File: config.mk
export PLATFORM = sky130hd
export DESIGN_NAME = uart_rx_top
export DESIGN_NICKNAME = d
export VERILOG_FILES = /design/src/uart_cfg_pkg.sv /design/src/uart_rx_ctrl_pkg.sv /design/src/uart_baud_timer.sv /design/src/uart_rx_ctrl.sv /design/src/uart_rx_datapath.sv /design/src/uart_rx_buffer.sv /design/src/uart_rx_top.sv
export SDC_FILE = /design/constraint.sdc
export NUM_CORES = 1
export LEC_CHECK = 0
export ABC_AREA = 0
export BUFFER_PORTS_ARGS = -buffer_cell sky130_fd_sc_hd__clkbuf_2
export CORE_UTILIZATION = 44
export DETAILED_ROUTE_END_ITERATION = 7
export PLACE_DENSITY_LB_ADDON = 0.08
export RECOVER_POWER = 50
export SLEW_MARGIN = 20
export SYNTH_ARGS = -nofsm -noshare
export SYNTH_HDL_FRONTEND = slang
export SYNTH_SLANG_ARGS = --single-unit
File: constraint.sdc
create_clock -name clk -period 4.5 [get_ports clk]
set_input_delay 0.45 -clock clk [delete_from_list [all_inputs] [get_ports clk]]
set_output_delay 0.45 -clock clk [all_outputs]
set_load 0.02 [all_outputs]
File: src/uart_cfg_pkg.sv
`default_nettype none

package uart_cfg_pkg;

    // 8N1 frame, eight data bits between one start and one stop bit.
    localparam int data_bits = 8;

    // Bit counter must reach data_bits, so it needs one extra bit.
    localparam int bit_count_width = 4;

    // 115200 baud from a 100 MHz clock.
    localparam int default_clks_per_bit = 868;

    // Wide enough for a full bit period at the default rate.
    localparam int baud_count_width = 12;

endpackage : uart_cfg_pkg

`default_nettype wire

File: src/uart_rx_ctrl_pkg.sv
`default_nettype none

package uart_rx_ctrl_pkg;

    typedef enum logic [1:0] {
        ST_IDLE  = 2'd0,
        ST_START = 2'd1,
        ST_DATA  = 2'd2,
        ST_STOP  = 2'd3
    } rx_state_t;

    // Shared by the baud timer and the bit counter.
    typedef enum logic [1:0] {
        CNT_CLEAR = 2'b00,
        CNT_HOLD  = 2'b01,
        CNT_COUNT = 2'b11
    } cnt_op_t;

endpackage : uart_rx_ctrl_pkg

`default_nettype wire

File: src/uart_baud_timer.sv
`timescale 1ns/1ps
`default_nettype none

module uart_baud_timer
    import uart_cfg_pkg::*;
    import uart_rx_ctrl_pkg::*;
#(
    parameter int CLKS_PER_BIT = default_clks_per_bit
)
(
    input  wire     clk,
    input  wire     reset_b,
    input  cnt_op_t baud_op,
    input  wire     half_sel,
    output logic    baud_hit
);

    localparam logic [baud_count_width-1:0] half_target =
        baud_count_width'(CLKS_PER_BIT / 2 - 1);
    localparam logic [baud_count_width-1:0] full_target =
        baud_count_width'(CLKS_PER_BIT - 1);

    logic [baud_count_width-1:0] baud_cnt;
    logic [baud_count_width-1:0] target;

    always_ff @(posedge clk or negedge reset_b)
    begin
        if (!reset_b)
            baud_cnt <= '0;
        else
        begin
            case (baud_op)
                CNT_CLEAR: baud_cnt <= '0;
                CNT_COUNT: baud_cnt <= baud_cnt + 1'b1;
                default:   baud_cnt <= baud_cnt;
            endcase
        end
    end

    // Half a bit to find mid start, a full bit between later samples.
    assign target   = half_sel ? half_target : full_target;
    assign baud_hit = (baud_cnt == target);

endmodule : uart_baud_timer

`default_nettype wire

File: src/uart_rx_ctrl.sv
`timescale 1ns/1ps
`default_nettype none

module uart_rx_ctrl
    import uart_rx_ctrl_pkg::*;
(
    input  wire     clk,
    input  wire     reset_b,
    input  wire     rx_sync,
    input  wire     baud_hit,
    input  wire     bits_done,
    output cnt_op_t baud_op,
    output logic    half_sel,
    output cnt_op_t bit_op,
    output logic    shift_en,
    output logic    push,
    output logic    frame_error
);

    rx_state_t state;
    rx_state_t state_next;

    always_ff @(posedge clk or negedge reset_b)
    begin
        if (!reset_b)
            state <= ST_IDLE;
        else
            state <= state_next;
    end

    always_comb
    begin
        state_next  = state;
        baud_op     = CNT_HOLD;
        half_sel    = 1'b0;
        bit_op      = CNT_HOLD;
        shift_en    = 1'b0;
        push        = 1'b0;
        frame_error = 1'b0;

        case (state)
            ST_IDLE:
            begin
                if (!rx_sync)
                begin
                    baud_op    = CNT_CLEAR;
                    state_next = ST_START;
                end
            end

            ST_START:
            begin
                half_sel = 1'b1;
                baud_op  = CNT_COUNT;
                if (baud_hit)
                begin
                    // Line back high at mid start bit means a glitch.
                    if (rx_sync)
                    begin
                        state_next = ST_IDLE;
                    end
                    else
                    begin
                        baud_op    = CNT_CLEAR;
                        bit_op     = CNT_CLEAR;
                        state_next = ST_DATA;
                    end
                end
            end

            ST_DATA:
            begin
                baud_op = CNT_COUNT;
                if (bits_done)
                begin
                    // Baud counter keeps running, so the stop sample stays aligned.
                    state_next = ST_STOP;
                end
                else if (baud_hit)
                begin
                    baud_op  = CNT_CLEAR;
                    bit_op   = CNT_COUNT;
                    shift_en = 1'b1;
                end
            end

            ST_STOP:
            begin
                baud_op = CNT_COUNT;
                if (baud_hit)
                begin
                    baud_op     = CNT_CLEAR;
                    push        = rx_sync;
                    frame_error = !rx_sync;
                    state_next  = ST_IDLE;
                end
            end

            default:
            begin
                state_next = ST_IDLE;
            end
        endcase
    end

endmodule : uart_rx_ctrl

`default_nettype wire

File: src/uart_rx_datapath.sv
`timescale 1ns/1ps
`default_nettype none

module uart_rx_datapath
    import uart_cfg_pkg::*;
    import uart_rx_ctrl_pkg::*;
#(
    parameter int CLKS_PER_BIT = default_clks_per_bit
)
(
    input  wire                  clk,
    input  wire                  reset_b,
    input  wire                  rx,
    input  cnt_op_t              baud_op,
    input  wire                  half_sel,
    input  cnt_op_t              bit_op,
    input  wire                  shift_en,
    output logic                 rx_sync,
    output logic                 baud_hit,
    output logic                 bits_done,
    output logic [data_bits-1:0] shift_data
);

    logic                       rx_meta;
    logic [bit_count_width-1:0] bit_cnt;

    // Line idles high, so the synchronizer resets to one.
    always_ff @(posedge clk or negedge reset_b)
    begin
        if (!reset_b)
        begin
            rx_meta <= 1'b1;
            rx_sync <= 1'b1;
        end
        else
        begin
            rx_meta <= rx;
            rx_sync <= rx_meta;
        end
    end

    // LSB arrives first, so bits enter at the top and move down.
    always_ff @(posedge clk)
    begin
        if (shift_en)
            shift_data <= {rx_sync, shift_data[data_bits-1:1]};
    end

    always_ff @(posedge clk or negedge reset_b)
    begin
        if (!reset_b)
            bit_cnt <= '0;
        else
        begin
            case (bit_op)
                CNT_CLEAR: bit_cnt <= '0;
                CNT_COUNT: bit_cnt <= bit_cnt + 1'b1;
                default:   bit_cnt <= bit_cnt;
            endcase
        end
    end

    assign bits_done = (bit_cnt == bit_count_width'(data_bits));

    uart_baud_timer #(
        .CLKS_PER_BIT (CLKS_PER_BIT)
    ) baud_timer_i (
        .clk      (clk),
        .reset_b  (reset_b),
        .baud_op  (baud_op),
        .half_sel (half_sel),
        .baud_hit (baud_hit)
    );

endmodule : uart_rx_datapath

`default_nettype wire

File: src/uart_rx_buffer.sv
`timescale 1ns/1ps
`default_nettype none

module uart_rx_buffer
(
    input  wire        clk,
    input  wire        reset_b,
    input  wire        push,
    input  wire  [7:0] push_data,
    output logic [7:0] rx_data,
    output logic       rx_valid,
    input  wire        rx_ready,
    output logic       overrun
);

    logic take;
    logic load;

    assign take = rx_valid && rx_ready;

    // A byte read in the same cycle frees the slot for the new one.
    assign load = push && (!rx_valid || take);

    always_ff @(posedge clk)
    begin
        if (load)
            rx_data <= push_data;
    end

    always_ff @(posedge clk or negedge reset_b)
    begin
        if (!reset_b)
        begin
            rx_valid <= 1'b0;
            overrun  <= 1'b0;
        end
        else
        begin
            if (load)
                rx_valid <= 1'b1;
            else if (take)
                rx_valid <= 1'b0;

            // Held byte wins and the new one is lost.
            if (push && !load)
                overrun <= 1'b1;
            else if (take)
                overrun <= 1'b0;
        end
    end

endmodule : uart_rx_buffer

`default_nettype wire

File: src/uart_rx_top.sv
`timescale 1ns/1ps
`default_nettype none

module uart_rx_top
    import uart_cfg_pkg::*;
    import uart_rx_ctrl_pkg::*;
#(
    parameter int CLKS_PER_BIT = default_clks_per_bit
)
(
    input  wire        clk,
    input  wire        reset_b,
    input  wire        rx,
    output logic [7:0] rx_data,
    output logic       rx_valid,
    input  wire        rx_ready,
    output logic       frame_error,
    output logic       overrun
);

    logic                 rx_sync;
    logic                 baud_hit;
    logic                 bits_done;
    cnt_op_t              baud_op;
    logic                 half_sel;
    cnt_op_t              bit_op;
    logic                 shift_en;
    logic                 push;
    logic [data_bits-1:0] shift_data;

    uart_rx_ctrl ctrl_i (
        .clk         (clk),
        .reset_b     (reset_b),
        .rx_sync     (rx_sync),
        .baud_hit    (baud_hit),
        .bits_done   (bits_done),
        .baud_op     (baud_op),
        .half_sel    (half_sel),
        .bit_op      (bit_op),
        .shift_en    (shift_en),
        .push        (push),
        .frame_error (frame_error)
    );

    uart_rx_datapath #(
        .CLKS_PER_BIT (CLKS_PER_BIT)
    ) datapath_i (
        .clk        (clk),
        .reset_b    (reset_b),
        .rx         (rx),
        .baud_op    (baud_op),
        .half_sel   (half_sel),
        .bit_op     (bit_op),
        .shift_en   (shift_en),
        .rx_sync    (rx_sync),
        .baud_hit   (baud_hit),
        .bits_done  (bits_done),
        .shift_data (shift_data)
    );

    uart_rx_buffer buffer_i (
        .clk       (clk),
        .reset_b   (reset_b),
        .push      (push),
        .push_data (shift_data),
        .rx_data   (rx_data),
        .rx_valid  (rx_valid),
        .rx_ready  (rx_ready),
        .overrun   (overrun)
    );

endmodule : uart_rx_top

`default_nettype wire

Yosys cells after proc, flatten, opt, wreduce, memory -nomap -nowiden
Index checks and enable logic that the tools add are counted.

Add/subtract/negate cells: 2. Eq/ne operators: 11. Muxes and demuxes: 30. Reductions and logical operators: 15.

Operator list (number): 2-bit 2-to-1 mux (12); 12-bit case mux with 2 select lines (1); 2-bit case mux with 4 select lines (2); 12-bit by 1-bit adder with 12-bit output (second input constant) (1); 12-bit by 10-bit equality test with 1-bit output (1); 1-bit 2-to-1 mux (12); 10-bit 2-to-1 mux (1); 2-bit equality test (second input constant) (4); 2-bit inequality test (second input constant) (4); 4-bit case mux with 2 select lines (1); 2-bit nonzero test (4); 2-bit zero test (3); 4-bit by 1-bit adder with 4-bit output (second input constant) (1); 4-bit equality test (second input constant) (1); 2-bit case mux with 2 select lines (1); 4-bit AND reduction (1); 1-bit logical AND (3); 1-bit zero test (3); 2-bit by 1-bit equality test with 1-bit output (second input constant) (1); 1-bit logical OR (1).

Flip-flop bits (word level): 38. Input bits: 4.

Logic depth before layout (Yosys ltp)
Depth in word-level cells: 10. Depth in mapped cells: 12.

Cells and area by module
A second synthesis with hierarchy kept.

Cell total of the unflattened synthesis: 165. Area total of the unflattened synthesis: 1869.3 µm².

By module, submodules not included: uart_baud_timer (instances 1, cells each 80, area each 725.7 µm², sequential area each 300.3 µm²); uart_rx_datapath (instances 1, cells each 36, area each 539.3 µm², sequential area each 392.9 µm²); uart_rx_buffer (instances 1, cells each 15, area each 319.1 µm², sequential area each 290.3 µm²); uart_rx_ctrl (instances 1, cells each 34, area each 285.3 µm², sequential area each 50.0 µm²).

Least setup slack after synthesis
No wires, ideal clock.

Path kind: reg2reg. Start: register (tool-made name). End: register datapath_i.bit_cnt[3]. Arrival: 2.672 ns. Data required time: 4.421 ns. Path slack: 1.749 ns. Cell stages (with the launch flop): 13. Path buffers: 1. Period minus slack after synthesis: 2.751 ns. Cell sequence: dfrtp_1 inv_1 ha_1 buf_6 inv_4 or4_4 a21oi_4 and3_2 and2_1 ha_1 nor2b_1 nand4_1 mux2i_1.

RTL lines: end signal: assignment (RTL line uart_rx_datapath.sv:57) `CNT_COUNT: bit_cnt <= bit_cnt + 1'b1;`; end signal: assignment (RTL line uart_rx_datapath.sv:58) `default: bit_cnt <= bit_cnt;`; end: declaration (RTL line uart_rx_datapath.sv:25) `logic [bit_count_width-1:0] bit_cnt;`.

==> results_dict.tcl <==
set metrics [dict create \
    cp_max_fo 9 \
    grt_setup_unrepaired "false" \
    drive_gt1_share_pct 16.7 \
    grt_pass1_vias 1200 \
    finalWirelength_um 3110 \
    clkTransAtPathRegs_ns 0.08 \
    synthesis.instances 156 \
    final_cell_mix "dfrtp_1 (20), edfxtp_1 (16), nor2_1 (13), inv_1 (12), clkbuf_2 (10)" \
    syn_avg_cell_area_sq_um 11.7 \
    outcome "finished clean" \
    synthFlopType "dfrtp_1" \
    hpwl_um 2230 \
    finalSetupViolations 0 \
    cts_setup_buffers 0 \
    cts_buffers 5 \
    viasPerCell 5.50 \
    insertion_delay_ns 0.29 \
    grt_overflow 0 \
    drt-initial-drc-count 76 \
    cts_tree "done" \
    antenna_found_initial 0 \
    max_freq_ghz 0.316 \
    ys_seq_area_share_pct 56.6 \
    setup-tns-final_ns 0 \
    crit_chain "inv_1 -> ha_1 -> inv_4 -> or4_4 -> a21oi_4 -> and3_2 -> and2_1 -> ha_1 -> nor2b_1 -> nand4_1 -> mux2i_1" \
    cp_common_cell "ha_1" \
    arrival_ns 3.38 \
    tightestPinTransition_ns 1.29 \
    core_sq_um 4000 \
    syn_to_final_growth_pct 13.2 \
    maxCapViolCount 0 \
    vias 1231 \
    cp-end-kind "register" \
    ir_drop_mv 0.165 \
    n_antenna_cell 0 \
    fillers 364 \
    wl_per_cell_um 13.9 \
    finClkSkew_ns 0.00518 \
    total_power_uw 717 \
    drcViolationCount 0 \
    root_buffer "clkbuf_8" \
    gr-usage-all-layers_pct 17.8 \
    cp_top_family "simple AND/OR/NAND/NOR gates" \
    cts.sinks 38 \
    ioPinCount 15 \
    powerDensity_nw_per_um2 347 \
    slew_headroom_pct 13.9 \
    htreeDepth 2 \
    yosys_register_bits 38 \
    netlist_area_sq_um 1830 \
    place_area_sq_um 1930 \
    design_area_sq_um 2070 \
    period_needed_ns 3.16 \
    drv_slew 0 \
    die_w_um 66.4 \
    nets 186 \
    cp.buffers_inverters 2 \
    final_common_cell "dfrtp_1" \
    post_cts_hold_buffer_count 0 \
    initial_core_util_pct 45.6 \
    post-place-ws_ns 1.35 \
    grt_pass1_wl_um 5600 \
    yosys_warnings 0 \
    cp.required_ns 4.72 \
    port_buffers 14 \
    synth_fp_nets 169 \
    cpMaxStageDelayCell "or4_4" \
    holdCritPathClass "in -> reg" \
    first_pass_iters 4 \
    cp-start-kind "register" \
    crit_type "reg -> reg" \
    slowest_delay_ns 0.58 \
    synth_cell_types 47 \
    hold_violations 0 \
    fp.dieH_um 66.4 \
    place_congestion 0.785 \
    dieArea_sq_um 4410 \
    finalWorstSetupSlack_ns 1.34 \
    cts.repair.resized 0 \
    clockBufferDepth 2 \
    core.rowCount 23 \
    p_leak_uw 0.000850 \
    period_share_pct 70.2 \
    grt_max_degree 23 \
    async_flop_share_pct 57.9 \
    antenna_left 0 \
    synth_edf_count 16 \
]
[kinds of logic after synthesis]
logic type / after synthesis / synth area share (%)
adder cells (fa/ha/maj): 9 / 6.17
buffers and inverters: 17 / 4.11
multiplexers: 2 / 1.17
AND/OR/NAND/NOR: 50 / 14.7
XOR/XNOR: 8 / 3.84
flip-flops: 38 / 56.6
AO/OA/AOI/OAI: 32 / 13.4
[layer usage]
metal,up-vias,share of wire (%),global-route usage (%)
li1,599,-,-
met1,602,49,23.1
met2,23,45,27.3
met3,7,3.8,4.66
met4,0,2.3,8.78
met5,-,0,0
[sequential cells by signal, indices dropped and copies added (netlist names), named ones only]
register and cells:
datapath_i.bit_cnt 4, datapath_i.rx_sync 1, datapath_i.rx_meta 1, buffer_i.rx_data 8, datapath_i.shift_data 8, buffer_i.rx_valid 1
buffer_i.overrun 1, datapath_i.baud_timer_i.baud_cnt 12, ctrl_i.state 1
[metrics by stage]
stage               hold WS, ns  utilization (%)  cells
global placement          0.350             48.4    216
global route              0.218             51.7    224
CTS                       0.163             51.8    224
finish                    0.229             51.7    224
floorplan                 0.154                -    156
detailed placement        0.351             48.4    216
[power by group]
part	internal [uW]	switching (uW)	leakage, uW
clock network	222	123	0.0000683
registers	361	2.18	0.000427
logic	2.21	6.72	0.000354
[worst paths after layout]
path                                     from                                  end  slack, ns  cells after the start
max in group asynchronous             reset_b  datapath_i.baud_timer_i.baud_cnt[2]       3.32                      1
min reg2reg                datapath_i.rx_meta                   datapath_i.rx_sync       0.37                      0
max                                  register                datapath_i.bit_cnt[3]       1.34                     11
min                                        rx                   datapath_i.rx_meta       0.23                      1
min in group asynchronous             reset_b                     buffer_i.overrun       0.42                      1
max reg2reg                          register                datapath_i.bit_cnt[3]       1.34                     11
[synthesized netlist by cell type, drive strengths merged, types with 2 or more instances]
cell | count | area (sq um)
dfstp | 2 | 52.6
and3 | 5 | 33.8
edfxtp | 16 | 480
and2 | 2 | 12.5
a21oi | 6 | 41.3
a31oi | 2 | 18.8
dfrtp | 20 | 500
inv | 13 | 51.3
o21ai | 10 | 50.0
xor2 | 5 | 43.8
nand3b | 3 | 22.5
ha | 9 | 113
nand3 | 8 | 40.0
nand4 | 5 | 31.3
a221oi | 2 | 23.8
clkbuf | 2 | 7.51
nand2 | 6 | 22.5
xnor2 | 3 | 26.3
nor2 | 13 | 48.8
nor3 | 2 | 10.0
buf | 2 | 16.3
nor2b | 2 | 12.5
[layout make-up]
cell class,count,area [sq um],area share [%]
Timing Repair Buffer,14,65.1,3.15
Inverter,13,51.3,2.48
Clock buffer,5,68.8,3.33
Sequential cell,38,1030,50.0
Clock inverter,3,68.8,3.33
Tap cell,50,62.6,3.03
Multi-Input combinational cell,101,717,34.7
No activity file was read; power rests on OpenSTA's default activity.
